**src/verilog/cpu_consts.svh**
```systemverilog
`ifndef CPU_CONSTS_SVH
`define CPU_CONSTS_SVH

// Datapath and address width
`define WORD_BITS 32

// Register file shape
`define REG_COUNT 16
`define REG_BITS 4 // Enough to index REG_COUNT

// Instruction sizes in bytes
`define SHORT_INSTR_BYTES 4 // Opcode word only
`define LONG_INSTR_BYTES 8  // Opcode word plus constant word

// Stack grows upward, one word per push
`define STACK_STEP 4

// Registers with a fixed role
`define SP_REG 0       // Stack pointer
`define FLAG_REG 1     // Compare flags
`define CODE_SEG_REG 2 // Added to every fetch address

`endif

```
**src/verilog/cpu_pkg.sv**
```systemverilog
`include "cpu_consts.svh"

package cpu_pkg;

  // Bit 7 set marks an opcode followed by a constant word
  typedef enum logic [7:0] {
    MovRR    = 8'h01,
    MovRdR   = 8'h02,
    PushR    = 8'h03,
    PopR     = 8'h04,
    CallR    = 8'h05,
    Ret      = 8'h06,
    AddRRR   = 8'h07,
    SubRRR   = 8'h08,
    IncR     = 8'h09,
    DecR     = 8'h0a,
    ShlRRR   = 8'h0b,
    ShrRRR   = 8'h0c,
    CmpRR    = 8'h0d,
    CmpLtRRR = 8'h0e,
    DoutR    = 8'h0f,
    Stall    = 8'h10,
    MovRC    = 8'h80, // Long forms from here on
    MovRdC   = 8'h81,
    MovdCR   = 8'h82,
    AddRRC   = 8'h83,
    JmpC     = 8'h84,
    JeC      = 8'h85,
    JneC     = 8'h86,
    JzRC     = 8'h87
  } opcode_t;

  // Decoded instruction from fetch
  typedef struct packed {
    opcode_t               opcode;
    logic [`REG_BITS-1:0]  dst;
    logic [`REG_BITS-1:0]  srcA;
    logic [`REG_BITS-1:0]  srcB;
    logic [`WORD_BITS-1:0] constant; // Second word, zero for short forms
    logic [`WORD_BITS-1:0] pointer;  // Address of this instruction
  } instr_t;

  // Instruction plus register values
  typedef struct packed {
    instr_t                instr;
    logic [`WORD_BITS-1:0] dstValue;
    logic [`WORD_BITS-1:0] srcAValue;
    logic [`WORD_BITS-1:0] srcBValue;
  } operands_t;

  // One RAM bus request
  typedef struct packed {
    logic                  read;
    logic                  write;
    logic [`WORD_BITS-1:0] address;
    logic [`WORD_BITS-1:0] writeData;
  } memReq_t;

  typedef struct packed {
    operands_t             operands;
    logic [`WORD_BITS-1:0] loaded; // Word returned by a data read
  } exec_t;

  typedef struct packed {
    logic                  enable;
    logic [`REG_BITS-1:0]  index;
    logic [`WORD_BITS-1:0] value;
  } regWrite_t;

endpackage

```
**src/verilog/fetchStage.sv**
```systemverilog
`include "cpu_consts.svh"

module fetchStage (
  input  logic                  clk,
  input  logic                  reset,
  input  logic [`WORD_BITS-1:0] ramIn,
  input  logic                  retire,
  input  logic [`WORD_BITS-1:0] nextPointer,
  input  logic [`WORD_BITS-1:0] codeSegment,
  output cpu_pkg::memReq_t      fetchReq,
  output cpu_pkg::instr_t       instr,
  output logic                  decodeDone,
  output logic [`WORD_BITS-1:0] instrPointer
);

  typedef enum logic [2:0] {
    FetchBoot,   // Leaving reset
    FetchReq,    // First fetch only
    FetchWait,   // RAM latching address
    FetchDecode, // Opcode word on ramIn
    ConstWait,
    ConstDecode, // Constant word on ramIn
    FetchBusy    // Instruction in later stages
  } state_t;

  state_t                state;
  logic [`WORD_BITS-1:0] pointer;
  cpu_pkg::opcode_t      decodedOp;
  logic                  hasConst;
  logic [`REG_BITS-1:0]  srcAField;
  logic [`REG_BITS-1:0]  srcBField;

  assign decodedOp    = cpu_pkg::opcode_t'(ramIn[7:0]);
  assign hasConst     = ramIn[7]; // Long form marker
  assign instrPointer = pointer;

  // Implicit operands steered into unused fields
  always_comb begin
    srcAField = ramIn[16 +: `REG_BITS];
    srcBField = ramIn[24 +: `REG_BITS];
    case (decodedOp)
      cpu_pkg::JeC, cpu_pkg::JneC: srcAField = `REG_BITS'(`FLAG_REG); // Flags for exec
      cpu_pkg::PushR, cpu_pkg::PopR, cpu_pkg::CallR, cpu_pkg::Ret:
        srcBField = `REG_BITS'(`SP_REG); // Stack pointer for address
      default: ;
    endcase
  end

  // Requests are combinational so a retire starts the next fetch at once
  always_comb begin
    fetchReq = '0;
    case (state)
      FetchReq: begin
        fetchReq.read    = 1'b1;
        fetchReq.address = codeSegment + pointer;
      end
      FetchDecode: begin
        fetchReq.read    = hasConst; // Constant word right behind the opcode
        fetchReq.address = codeSegment + pointer + `WORD_BITS'(`SHORT_INSTR_BYTES);
      end
      FetchBusy: begin
        fetchReq.read    = retire;
        fetchReq.address = codeSegment + nextPointer;
      end
      default: ;
    endcase
  end

  always_ff @(posedge clk or posedge reset) begin
    if (reset) begin
      state      <= FetchBoot;
      pointer    <= '0;
      decodeDone <= 1'b0;
    end else begin
      decodeDone <= 1'b0; // One-cycle pulse
      case (state)
        FetchBoot: state <= FetchReq;
        FetchReq:  state <= FetchWait;
        FetchWait: state <= FetchDecode;
        FetchDecode: begin
          if (hasConst) begin
            state <= ConstWait;
          end else begin
            state      <= FetchBusy;
            decodeDone <= 1'b1;
          end
        end
        ConstWait: state <= ConstDecode;
        ConstDecode: begin
          state      <= FetchBusy;
          decodeDone <= 1'b1;
        end
        FetchBusy: begin
          if (retire) begin
            state   <= FetchWait; // Request already on the bus
            pointer <= nextPointer;
          end
        end
        default: state <= FetchBoot;
      endcase
    end
  end

  always_ff @(posedge clk) begin
    if (state == FetchDecode) begin
      instr.opcode   <= decodedOp;
      instr.dst      <= ramIn[8 +: `REG_BITS];
      instr.srcA     <= srcAField;
      instr.srcB     <= srcBField;
      instr.constant <= '0;
      instr.pointer  <= pointer;
    end
    if (state == ConstDecode) instr.constant <= ramIn;
  end

endmodule

```
**src/verilog/regFile.sv**
```systemverilog
`include "cpu_consts.svh"

module regFile (
  input  logic                  clk,
  input  logic                  reset,
  input  cpu_pkg::instr_t       instr,
  input  logic                  decodeDone,
  input  cpu_pkg::regWrite_t    wb,
  input  logic                  spInc,
  input  logic                  spDec,
  input  logic                  flagsWrite,
  input  logic [2:0]            flags,
  output cpu_pkg::operands_t    operands,
  output logic                  operandsReady,
  output logic [`WORD_BITS-1:0] codeSegment
);

  logic [`WORD_BITS-1:0] regs [`REG_COUNT];

  // Write-back, stack step and flags all land on the retire edge
  always_ff @(posedge clk or posedge reset) begin
    if (reset) begin
      operandsReady <= 1'b0;
      for (int i = 0; i < `REG_COUNT; i++) begin
        regs[i] <= '0;
      end
    end else begin
      operandsReady <= decodeDone;
      if (wb.enable) regs[wb.index] <= wb.value;
      if (spInc) begin
        regs[`SP_REG] <= regs[`SP_REG] + `WORD_BITS'(`STACK_STEP); // Push, call
      end else if (spDec) begin
        regs[`SP_REG] <= regs[`SP_REG] - `WORD_BITS'(`STACK_STEP); // Pop, ret
      end
      if (flagsWrite) regs[`FLAG_REG] <= {{(`WORD_BITS-3){1'b0}}, flags};
    end
  end

  // Operand capture one cycle after decode
  always_ff @(posedge clk) begin
    if (decodeDone) begin
      operands.instr     <= instr;
      operands.dstValue  <= regs[instr.dst];
      operands.srcAValue <= regs[instr.srcA];
      operands.srcBValue <= regs[instr.srcB];
    end
  end

  // Forward a segment write so the fetch in the retire cycle sees it
  assign codeSegment = (wb.enable && wb.index == `REG_BITS'(`CODE_SEG_REG)) ?
                       wb.value : regs[`CODE_SEG_REG];

endmodule

```
**src/verilog/memStage.sv**
```systemverilog
`include "cpu_consts.svh"

module memStage (
  input  logic                  clk,
  input  logic                  reset,
  input  cpu_pkg::memReq_t      fetchReq,
  input  cpu_pkg::operands_t    operands,
  input  logic                  operandsReady,
  input  logic [`WORD_BITS-1:0] ramIn,
  output logic [`WORD_BITS-1:0] ramAddress,
  output logic [`WORD_BITS-1:0] ramOut,
  output logic                  readReq,
  output logic                  writeReq,
  output cpu_pkg::exec_t        execIn,
  output logic                  memDone
);

  typedef enum logic [1:0] {
    MemIdle,
    MemWait,    // RAM latching address
    MemComplete // Read data on ramIn
  } state_t;

  state_t                state;
  cpu_pkg::memReq_t      dataReq;
  cpu_pkg::memReq_t      busReq;
  logic                  isMem;
  logic                  dataActive;
  logic                  accessDone;
  logic [`WORD_BITS-1:0] loaded;

  // Data address and direction per opcode
  always_comb begin
    dataReq = '0;
    case (operands.instr.opcode)
      cpu_pkg::MovRdC: begin
        dataReq.read    = 1'b1;
        dataReq.address = operands.instr.constant;
      end
      cpu_pkg::MovRdR: begin
        dataReq.read    = 1'b1;
        dataReq.address = operands.srcAValue;
      end
      cpu_pkg::MovdCR: begin
        dataReq.write     = 1'b1;
        dataReq.address   = operands.instr.constant;
        dataReq.writeData = operands.srcAValue;
      end
      cpu_pkg::PushR: begin
        dataReq.write     = 1'b1;
        dataReq.address   = operands.srcBValue; // Stack pointer via srcB
        dataReq.writeData = operands.dstValue;
      end
      cpu_pkg::CallR: begin
        dataReq.write     = 1'b1;
        dataReq.address   = operands.srcBValue;
        dataReq.writeData = operands.instr.pointer; // Return base, ret adds 4
      end
      cpu_pkg::PopR, cpu_pkg::Ret: begin
        dataReq.read    = 1'b1;
        dataReq.address = operands.srcBValue - `WORD_BITS'(`STACK_STEP); // Top of stack
      end
      default: ;
    endcase
  end

  assign isMem      = dataReq.read || dataReq.write;
  assign dataActive = operandsReady && isMem; // Fetch is idle in this cycle
  assign busReq     = dataActive ? dataReq : fetchReq;

  assign ramAddress = busReq.address;
  assign ramOut     = busReq.writeData;
  assign readReq    = busReq.read;
  assign writeReq   = busReq.write;

  // Non-memory opcodes go straight through
  assign memDone = (operandsReady && !isMem) || accessDone;
  assign execIn  = '{operands: operands, loaded: loaded};

  always_ff @(posedge clk or posedge reset) begin
    if (reset) begin
      state      <= MemIdle;
      accessDone <= 1'b0;
    end else begin
      accessDone <= (state == MemComplete);
      case (state)
        MemIdle:     if (dataActive) state <= MemWait;
        MemWait:     state <= MemComplete;
        MemComplete: state <= MemIdle;
        default:     state <= MemIdle;
      endcase
    end
  end

  // Writes capture a don't-care word here, exec ignores it
  always_ff @(posedge clk) begin
    if (state == MemComplete) loaded <= ramIn;
  end

endmodule

```
**src/verilog/execStage.sv**
```systemverilog
`include "cpu_consts.svh"

module execStage (
  input  logic                  clk,
  input  logic                  reset,
  input  cpu_pkg::exec_t        execIn,
  input  logic                  memDone,
  output cpu_pkg::regWrite_t    wb,
  output logic                  spInc,
  output logic                  spDec,
  output logic                  flagsWrite,
  output logic [2:0]            flags,
  output logic [`WORD_BITS-1:0] nextPointer,
  output logic                  retire,
  output logic [`WORD_BITS-1:0] doutValue,
  output logic                  doutStrobe
);

  cpu_pkg::operands_t    ops;
  logic                  writeEnable;
  logic [`WORD_BITS-1:0] result;
  logic                  stepUp;
  logic                  stepDown;
  logic                  setFlags;
  logic [2:0]            cmpFlags;
  logic                  jumpTaken;
  logic [`WORD_BITS-1:0] stepPointer;
  logic [`WORD_BITS-1:0] nextValue;

  assign ops = execIn.operands;

  // Equal, less, greater of dst against srcA
  assign cmpFlags = {ops.dstValue > ops.srcAValue,
                     ops.dstValue < ops.srcAValue,
                     ops.dstValue == ops.srcAValue};

  always_comb begin
    writeEnable = 1'b0;
    result      = '0;
    stepUp      = 1'b0;
    stepDown    = 1'b0;
    setFlags    = 1'b0;
    jumpTaken   = 1'b0;
    stepPointer = ops.instr.pointer + (ops.instr.opcode[7] ?
                  `WORD_BITS'(`LONG_INSTR_BYTES) : `WORD_BITS'(`SHORT_INSTR_BYTES));
    nextValue   = stepPointer;
    case (ops.instr.opcode)
      cpu_pkg::MovRC: begin
        writeEnable = 1'b1;
        result      = ops.instr.constant;
      end
      cpu_pkg::MovRR: begin
        writeEnable = 1'b1;
        result      = ops.srcAValue;
      end
      cpu_pkg::MovRdC, cpu_pkg::MovRdR: begin
        writeEnable = 1'b1;
        result      = execIn.loaded;
      end
      cpu_pkg::PushR: stepUp = 1'b1; // Data already written by mem stage
      cpu_pkg::PopR: begin
        writeEnable = 1'b1;
        result      = execIn.loaded;
        stepDown    = 1'b1;
      end
      cpu_pkg::CallR: begin
        stepUp    = 1'b1;
        nextValue = ops.dstValue; // Target held in dst
      end
      cpu_pkg::Ret: begin
        stepDown  = 1'b1;
        nextValue = execIn.loaded + `WORD_BITS'(`SHORT_INSTR_BYTES); // Skip the call
      end
      cpu_pkg::AddRRR: begin
        writeEnable = 1'b1;
        result      = ops.srcAValue + ops.srcBValue;
      end
      cpu_pkg::AddRRC: begin
        writeEnable = 1'b1;
        result      = ops.srcAValue + ops.instr.constant;
      end
      cpu_pkg::SubRRR: begin
        writeEnable = 1'b1;
        result      = ops.srcAValue - ops.srcBValue;
      end
      cpu_pkg::IncR: begin
        writeEnable = 1'b1;
        result      = ops.dstValue + 1'b1;
      end
      cpu_pkg::DecR: begin
        writeEnable = 1'b1;
        result      = ops.dstValue - 1'b1;
      end
      cpu_pkg::ShlRRR: begin
        writeEnable = 1'b1;
        result      = ops.srcAValue << ops.srcBValue;
      end
      cpu_pkg::ShrRRR: begin
        writeEnable = 1'b1;
        result      = ops.srcAValue >> ops.srcBValue; // Logical
      end
      cpu_pkg::CmpRR: setFlags = 1'b1;
      cpu_pkg::CmpLtRRR: begin
        writeEnable = 1'b1;
        result      = {{(`WORD_BITS-1){1'b0}}, ops.srcAValue < ops.srcBValue};
      end
      cpu_pkg::JmpC: jumpTaken = 1'b1;
      cpu_pkg::JeC:  jumpTaken = ops.srcAValue[0];  // srcA steered to flags
      cpu_pkg::JneC: jumpTaken = !ops.srcAValue[0];
      cpu_pkg::JzRC: jumpTaken = (ops.srcBValue == '0); // Tested register in srcB
      cpu_pkg::Stall: nextValue = ops.instr.pointer; // Spin in place
      default: ;
    endcase
    if (jumpTaken) nextValue = ops.instr.constant;
  end

  // Everything registered so retire and write-back share one edge
  always_ff @(posedge clk or posedge reset) begin
    if (reset) begin
      wb          <= '0;
      spInc       <= 1'b0;
      spDec       <= 1'b0;
      flagsWrite  <= 1'b0;
      flags       <= '0;
      nextPointer <= '0;
      retire      <= 1'b0;
      doutValue   <= '0;
      doutStrobe  <= 1'b0;
    end else begin
      retire     <= memDone;
      wb.enable  <= memDone && writeEnable;
      spInc      <= memDone && stepUp;
      spDec      <= memDone && stepDown;
      flagsWrite <= memDone && setFlags;
      doutStrobe <= memDone && (ops.instr.opcode == cpu_pkg::DoutR);
      if (memDone) begin
        wb.index    <= ops.instr.dst;
        wb.value    <= result;
        flags       <= cmpFlags;
        nextPointer <= nextValue;
        if (ops.instr.opcode == cpu_pkg::DoutR) doutValue <= ops.dstValue;
      end
    end
  end

endmodule

```
**src/verilog/cpuCore.sv**
```systemverilog
`include "cpu_consts.svh"

module cpuCore (
  input  logic                  clk,
  input  logic                  reset,
  input  logic [`WORD_BITS-1:0] ramIn,
  output logic [`WORD_BITS-1:0] ramAddress,
  output logic [`WORD_BITS-1:0] ramOut,
  output logic                  readReq,
  output logic                  writeReq,
  output logic [`WORD_BITS-1:0] doutValue,
  output logic                  doutStrobe,
  output logic [`WORD_BITS-1:0] instrPointer
);

  cpu_pkg::memReq_t      fetchReq;
  cpu_pkg::instr_t       instr;
  logic                  decodeDone;
  cpu_pkg::operands_t    operands;
  logic                  operandsReady;
  cpu_pkg::exec_t        execIn;
  logic                  memDone;
  cpu_pkg::regWrite_t    wb;
  logic                  spInc;
  logic                  spDec;
  logic                  flagsWrite;
  logic [2:0]            flags;
  logic [`WORD_BITS-1:0] codeSegment;
  logic [`WORD_BITS-1:0] nextPointer;
  logic                  retire;

  fetchStage fetch (
    .clk(clk), .reset(reset), .ramIn(ramIn), .retire(retire),
    .nextPointer(nextPointer), .codeSegment(codeSegment), .fetchReq(fetchReq),
    .instr(instr), .decodeDone(decodeDone), .instrPointer(instrPointer)
  );

  regFile regs (
    .clk(clk), .reset(reset), .instr(instr), .decodeDone(decodeDone), .wb(wb),
    .spInc(spInc), .spDec(spDec), .flagsWrite(flagsWrite), .flags(flags),
    .operands(operands), .operandsReady(operandsReady), .codeSegment(codeSegment)
  );

  // Sole owner of the RAM port
  memStage mem (
    .clk(clk), .reset(reset), .fetchReq(fetchReq), .operands(operands),
    .operandsReady(operandsReady), .ramIn(ramIn), .ramAddress(ramAddress),
    .ramOut(ramOut), .readReq(readReq), .writeReq(writeReq), .execIn(execIn),
    .memDone(memDone)
  );

  execStage exec (
    .clk(clk), .reset(reset), .execIn(execIn), .memDone(memDone), .wb(wb),
    .spInc(spInc), .spDec(spDec), .flagsWrite(flagsWrite), .flags(flags),
    .nextPointer(nextPointer), .retire(retire), .doutValue(doutValue),
    .doutStrobe(doutStrobe)
  );

endmodule

```
**config.mk**
```make
export PLATFORM = sky130hd
export DESIGN_NAME = cpuCore
export DESIGN_NICKNAME = d
export VERILOG_FILES = /design/src/verilog/cpu_pkg.sv /design/src/verilog/fetchStage.sv /design/src/verilog/regFile.sv /design/src/verilog/memStage.sv /design/src/verilog/execStage.sv /design/src/verilog/cpuCore.sv
export VERILOG_INCLUDE_DIRS = /design/src /design/src/verilog
export SDC_FILE = /design/constraint.sdc
export NUM_CORES = 2
export LEC_CHECK = 0
export BUFFER_PORTS_ARGS = -buffer_cell sky130_fd_sc_hd__buf_2
export CAP_MARGIN = 0
export CORE_ASPECT_RATIO = 0.8
export CORE_MARGIN = 2
export CORE_UTILIZATION = 55
export CTS_CLUSTER_SIZE = 16
export DETAILED_ROUTE_END_ITERATION = 10
export PLACE_DENSITY = 0.8
export REMOVE_ABC_BUFFERS = 1
export SYNTH_ARGS = -nofsm -noshare
export SYNTH_HDL_FRONTEND = slang
export SYNTH_SLANG_ARGS = --single-unit
```
**constraint.sdc**
```tcl
create_clock -name clk -period 52.9 [get_ports clk]
set_input_delay 2.645 -clock clk [delete_from_list [all_inputs] [get_ports clk]]
set_output_delay 2.645 -clock clk [all_outputs]
set_load 0.05 [all_outputs]
```
==> run summary <==
In the finished design, the share of the clock period the worst path needs comes to 18.2%. The routed layout has 55,800 vias. The synthesized area divided by synthesized cell count is 11.4 µm². The transition at the pin with the smallest max-transition slack came out at 1.33 ns. Measured on the finished design, the core utilization comes to 60.2%.

The sum of negative setup slack is 0 ns. The die covers 122,000 µm². The latest clock arrival within the worst-skew pair came out at 0.76 ns. Along the worst path, the maximum fanout reaches 49. The number of max-cap violations came out at 0. The initial DRC count came out at 9,943. The first global-routing pass estimated 383,000 µm of wire. The routability congestion estimate from global placement came out at 1.08.

In this run the power density over the cells is 45.0 nW/µm². The required time reported for the critical path endpoint came out at 50.26 ns. In the final routed layout, each cell accounts on average for 36.5 µm.

The ratio of cells with drive above 1 in the final layout is 28.9%. The class of the most critical hold timing path is flop to flop. The number of setup violations in the final report is 0.

Counting instances, the worst hold path has a depth of 0. The global routing met1 resource utilization is 60.6%. The worst setup skew after layout is 0.0483 ns. The final number of hold-violating endpoints was 0. The die width is 390 µm. The global-route usage over all layers is 43.7%. The total of warnings raised by yosys is 0. The row count came out at 113.

Subtracting the final worst setup slack from the clock period gives 9.61 ns. The clock net sink count came out at 949. The biggest cell delay along the critical path came out at 0.61 ns. Entering global routing, the biggest net connects 134 pins.

The cell at the root of the clock tree is clkbuf_16. For hold timing, the worst endpoint is regs.operands[113]$_DFFE_PP_. The floorplan core area is 118,000 µm². Global routing finished with a remaining overflow of 0. The final layout contains routed wiring with a total length of 269,000 µm.

In this run the most critical hold path is launched from fetch.instr[17]$_DFFE_PP_. TritonCTS built the clock tree. The floorplan die height came out at 312 µm. The reg-to-reg critical path endpoint is exec.wb[25]$_DFFE_PP0P_. The internal power of the cells totals 1.75 mW.

The run finished with clean final reports. After technology mapping, the gate count stands at 5,756. The count of pins over their slew limit is 0. The share of total power in the clock network came out at 23.0%. The synthesis-to-layout area growth came out at 8.98%. The final net count is 5,965.

STA classifies the critical path startpoint as a flop. The routing usage on met3 came out at 19.0%. The switching component of the power came out at 1.46 mW. The signal on the critical path passes through or2_2, nand2b_4, buf_4, mux2_2, ha_1, a21o_1, and3_1, o21ai_0, nand4b_1, o21ai_2, o211ai_1, or3b_4, a211oi_2, nor4b_2, xor2_1, a221oi_1, a31oi_1, buf_2. The number of DRC violations after detailed routing came out at 0. The maximum clock frequency is 104 MHz. The proportion of synthesized chip area in sequential cells came out at 38.5%. The TritonCTS buffer count came out at 100.

The hold-fix buffer count after cts came out at 0. The final-layout fill cell count is 9,173. The startpoint of the worst-slack reg-to-reg timing path is regs.operands[179]$_DFFE_PP_. The maximum buffer depth of the clock tree came out at 3. The number of gates resized after CTS was 0. The leakage component of the power is 29.8 nW. Setup repair after global routing left no endpoint under its margin. The number of unique standard cell types used by synthesis came out at 107. The setup check on the worst reg-to-reg path leaves a slack of 45.64 ns. Among all flip-flop cells after synthesis, the most frequent one is dfrtp_1.

Headroom to the max-slew limit came out at 11.1%. The mapped netlist covers 65,400 µm². After clock tree synthesis, the clock-pin slew on the worst setup and hold paths is 0.06 ns. The share of flip-flops with an asynchronous set or reset came out at 69.7%. The clock tree synthesis step divided the H-tree into 3 levels. The maximum ir drop on the vdd rail is 38.4 µV. The final HPWL from detailed placement came out at 191,000 µm. The number of enable flip-flop cells after synthesis is 288. The kind of cell adding the most delay to the critical path is simple AND/OR/NAND/NOR gates.

The largest individual stage delay along the critical path comes from the cell buf_4. The length in cells of the worst reg-to-reg path is 16. The worst setup path is captured at an output port. Global routing used 58.6% of the available met2 tracks. Of the total power, the share spent switching nets is 45.5%.

The initial utilization of the core area, before any placement, comes to 55.3%. The remaining number of nets flagged by the antenna check after routing came out at 0. The detailed-route vias per instance came out at 7.57. Final hold analysis gives a worst-case slack of 0.418 ns. The number of global-route vias before repair came out at 53,500. Sequential cells account for 35.9% of the total power. The number of antenna violations at the first check in global routing came out at 17. The post-CTS repair timing setup buffer count is 0. In this run, synthesis produced a sequential element count of 949. The count of input and output buffers is 164. The combinational group share of total power is 41.1%. In this run the most used layer during global routing was met1. The critical path contains buffers and inverters numbering 2 combined. The detailed-router iteration count before antenna repair is 10.

The critical path arrival is 6.97 ns. The number of top-level pins came out at 165. The critical path in this run is classified as flop to output port.
-- worst reg2reg max path: stages (launching register included) --
cell and delay (ns):
edfxtp_1 0.57, inv_1 0.28, nor4_1 0.75, nand4_1 0.70, buf_4 0.50, mux2_2 0.38
ha_1 0.35, a2111oi_2 0.61, o21ai_0 0.43, nand2b_1 0.27, o21ai_0 0.25, a31oi_1 0.43
o21ai_0 0.22, o22ai_1 0.67, xor2_1 0.17, o21ai_0 0.47, o22a_1 0.19
-- per-stage QoR --
step	cells	cell area [µm²]	setup WS, ns	power, mW
after floorplan	5298	63600	31.73	1.90
after global placement	7177	67900	44.21	2.38
after detailed placement	7177	67900	44.15	2.40
after CTS	7365	71300	43.34	3.13
after global routing	7366	71300	42.99	3.29
final	7372	71300	43.29	3.21
-- cell families after synthesis --
group | after synthesis | synth area share, %
AOI/OAI and AO/OA | 1313 | 13.0
xor gates and xnor gates | 233 | 3.13
adders and majority gates | 204 | 3.97
buffers and inverters | 583 | 3.40
DFF | 949 | 38.5
muxes | 1140 | 28.3
and+or+nand+nor | 1334 | 9.69
-- per-layer routing --
| layer | up-vias | part of all wire (%) |
|---|---|---|
| li1 | 22100 | - |
| met1 | 27700 | 37 |
| met2 | 5027 | 40 |
| met3 | 960 | 17 |
| met4 | 16 | 5.8 |
| met5 | - | 0.066 |
-- final cells by class --
class                           instances  area, µm²  area share [%]
Clock inverter                         50        480           0.674
Tap cell                             1552       1940            2.72
Antenna cell                            7       17.5          0.0246
Inverter                              125        477           0.669
Multi-Input combinational cell       4224      38200            53.6
Sequential cell                       949      25200            35.3
Clock buffer                          138       2880            4.04
Timing Repair Buffer                  327       2060            2.89
-- power groups by stage --
stage / Combinational, mW / Clock (mW) / Sequential (mW)
floorplan: 0.733 / 0 / 1.17
global placement: 1.25 / 0 / 1.13
detailed placement: 1.27 / 0 / 1.14
CTS: 1.27 / 0.735 / 1.13
global route: 1.38 / 0.764 / 1.15
finish: 1.32 / 0.736 / 1.15
-- worst max-delay path by stage --
stage	startpoint	end	cells after the start	slack, ns
finish	exec.wb[35]$_DFFE_PP0P_	ramAddress[30]	18	43.29
global route	exec.wb[35]$_DFFE_PP0P_	ramAddress[19]	17	42.99
CTS	exec.wb[35]$_DFFE_PP0P_	ramAddress[30]	18	43.34
detailed placement	exec.wb[35]$_DFFE_PP0P_	ramAddress[30]	18	44.15
global placement	exec.wb[33]$_DFFE_PP0P_	ramAddress[30]	19	44.21
floorplan	reset	exec.doutStrobe$_DFF_PP0_	1	31.73
-- Yosys cell counts (41+ instances only) --
library cell,number,area share (%)
nand2_1,457,2.6
a221oi_1,56,0.75
nor3_1,102,0.78
dfrtp_1,661,25
ha_1,198,3.8
a31oi_1,65,0.62
xnor2_1,116,1.6
nand3_1,99,0.76
inv_1,121,0.69
o21ai_0,275,2.1
and3_1,41,0.39
buf_1,85,0.49
a21o_1,92,1.1
nand4_1,44,0.42
mux2i_1,54,0.83
a222oi_1,48,0.73
a22oi_1,73,0.84
xor2_1,116,1.6
a21oi_1,400,3.1
a211oi_1,49,0.56
clkbuf_1,353,2.0
mux2_2,578,10
mux4_2,508,17
edfxtp_1,288,13
and2_1,62,0.59
nor2_1,325,1.9
nor2b_1,44,0.42
-- placed cells by master, fill, tap and decap left out, types with 42 or more instances in the layout --
cell | synthesis | layout
mux2i_1 | 54 | 54
dfrtp_1 | 661 | 659
a221oi_1 | 56 | 56
ha_1 | 198 | 198
mux4_2 | 508 | 508
a31oi_1 | 65 | 65
a22oi_1 | 73 | 73
nand4_1 | 44 | 44
nand3_1 | 99 | 98
nor3_1 | 102 | 100
inv_1 | 121 | 119
o21ai_0 | 275 | 274
buf_4 | 1 | 162
nor2b_1 | 44 | 42
a222oi_1 | 48 | 48
edfxtp_1 | 288 | 288
xor2_1 | 116 | 116
nor2_1 | 325 | 303
xnor2_1 | 116 | 116
and2_1 | 62 | 61
a21oi_1 | 400 | 397
nand2_1 | 457 | 456
mux2_2 | 578 | 578
a211oi_1 | 49 | 48
buf_2 | 18 | 164
clkbuf_16 | 0 | 103
a21o_1 | 92 | 92
-- flip-flops by register name (all words and copies together) (netlist names) --
register / flops
regs.regs: 512
regs.operands: 172
fetch.instr: 84
exec.wb: 37
exec.doutValue: 32
exec.nextPointer: 32
fetch.instrPointer: 32
mem.loaded: 32
exec.flags: 3
fetch.state: 3
mem.state: 2
exec.doutStrobe: 1
exec.flagsWrite: 1
exec.retire: 1
exec.spDec: 1
exec.spInc: 1
fetch.decodeDone: 1
mem.accessDone: 1
regs.operandsReady: 1
Power figures use the tool's default switching activity.
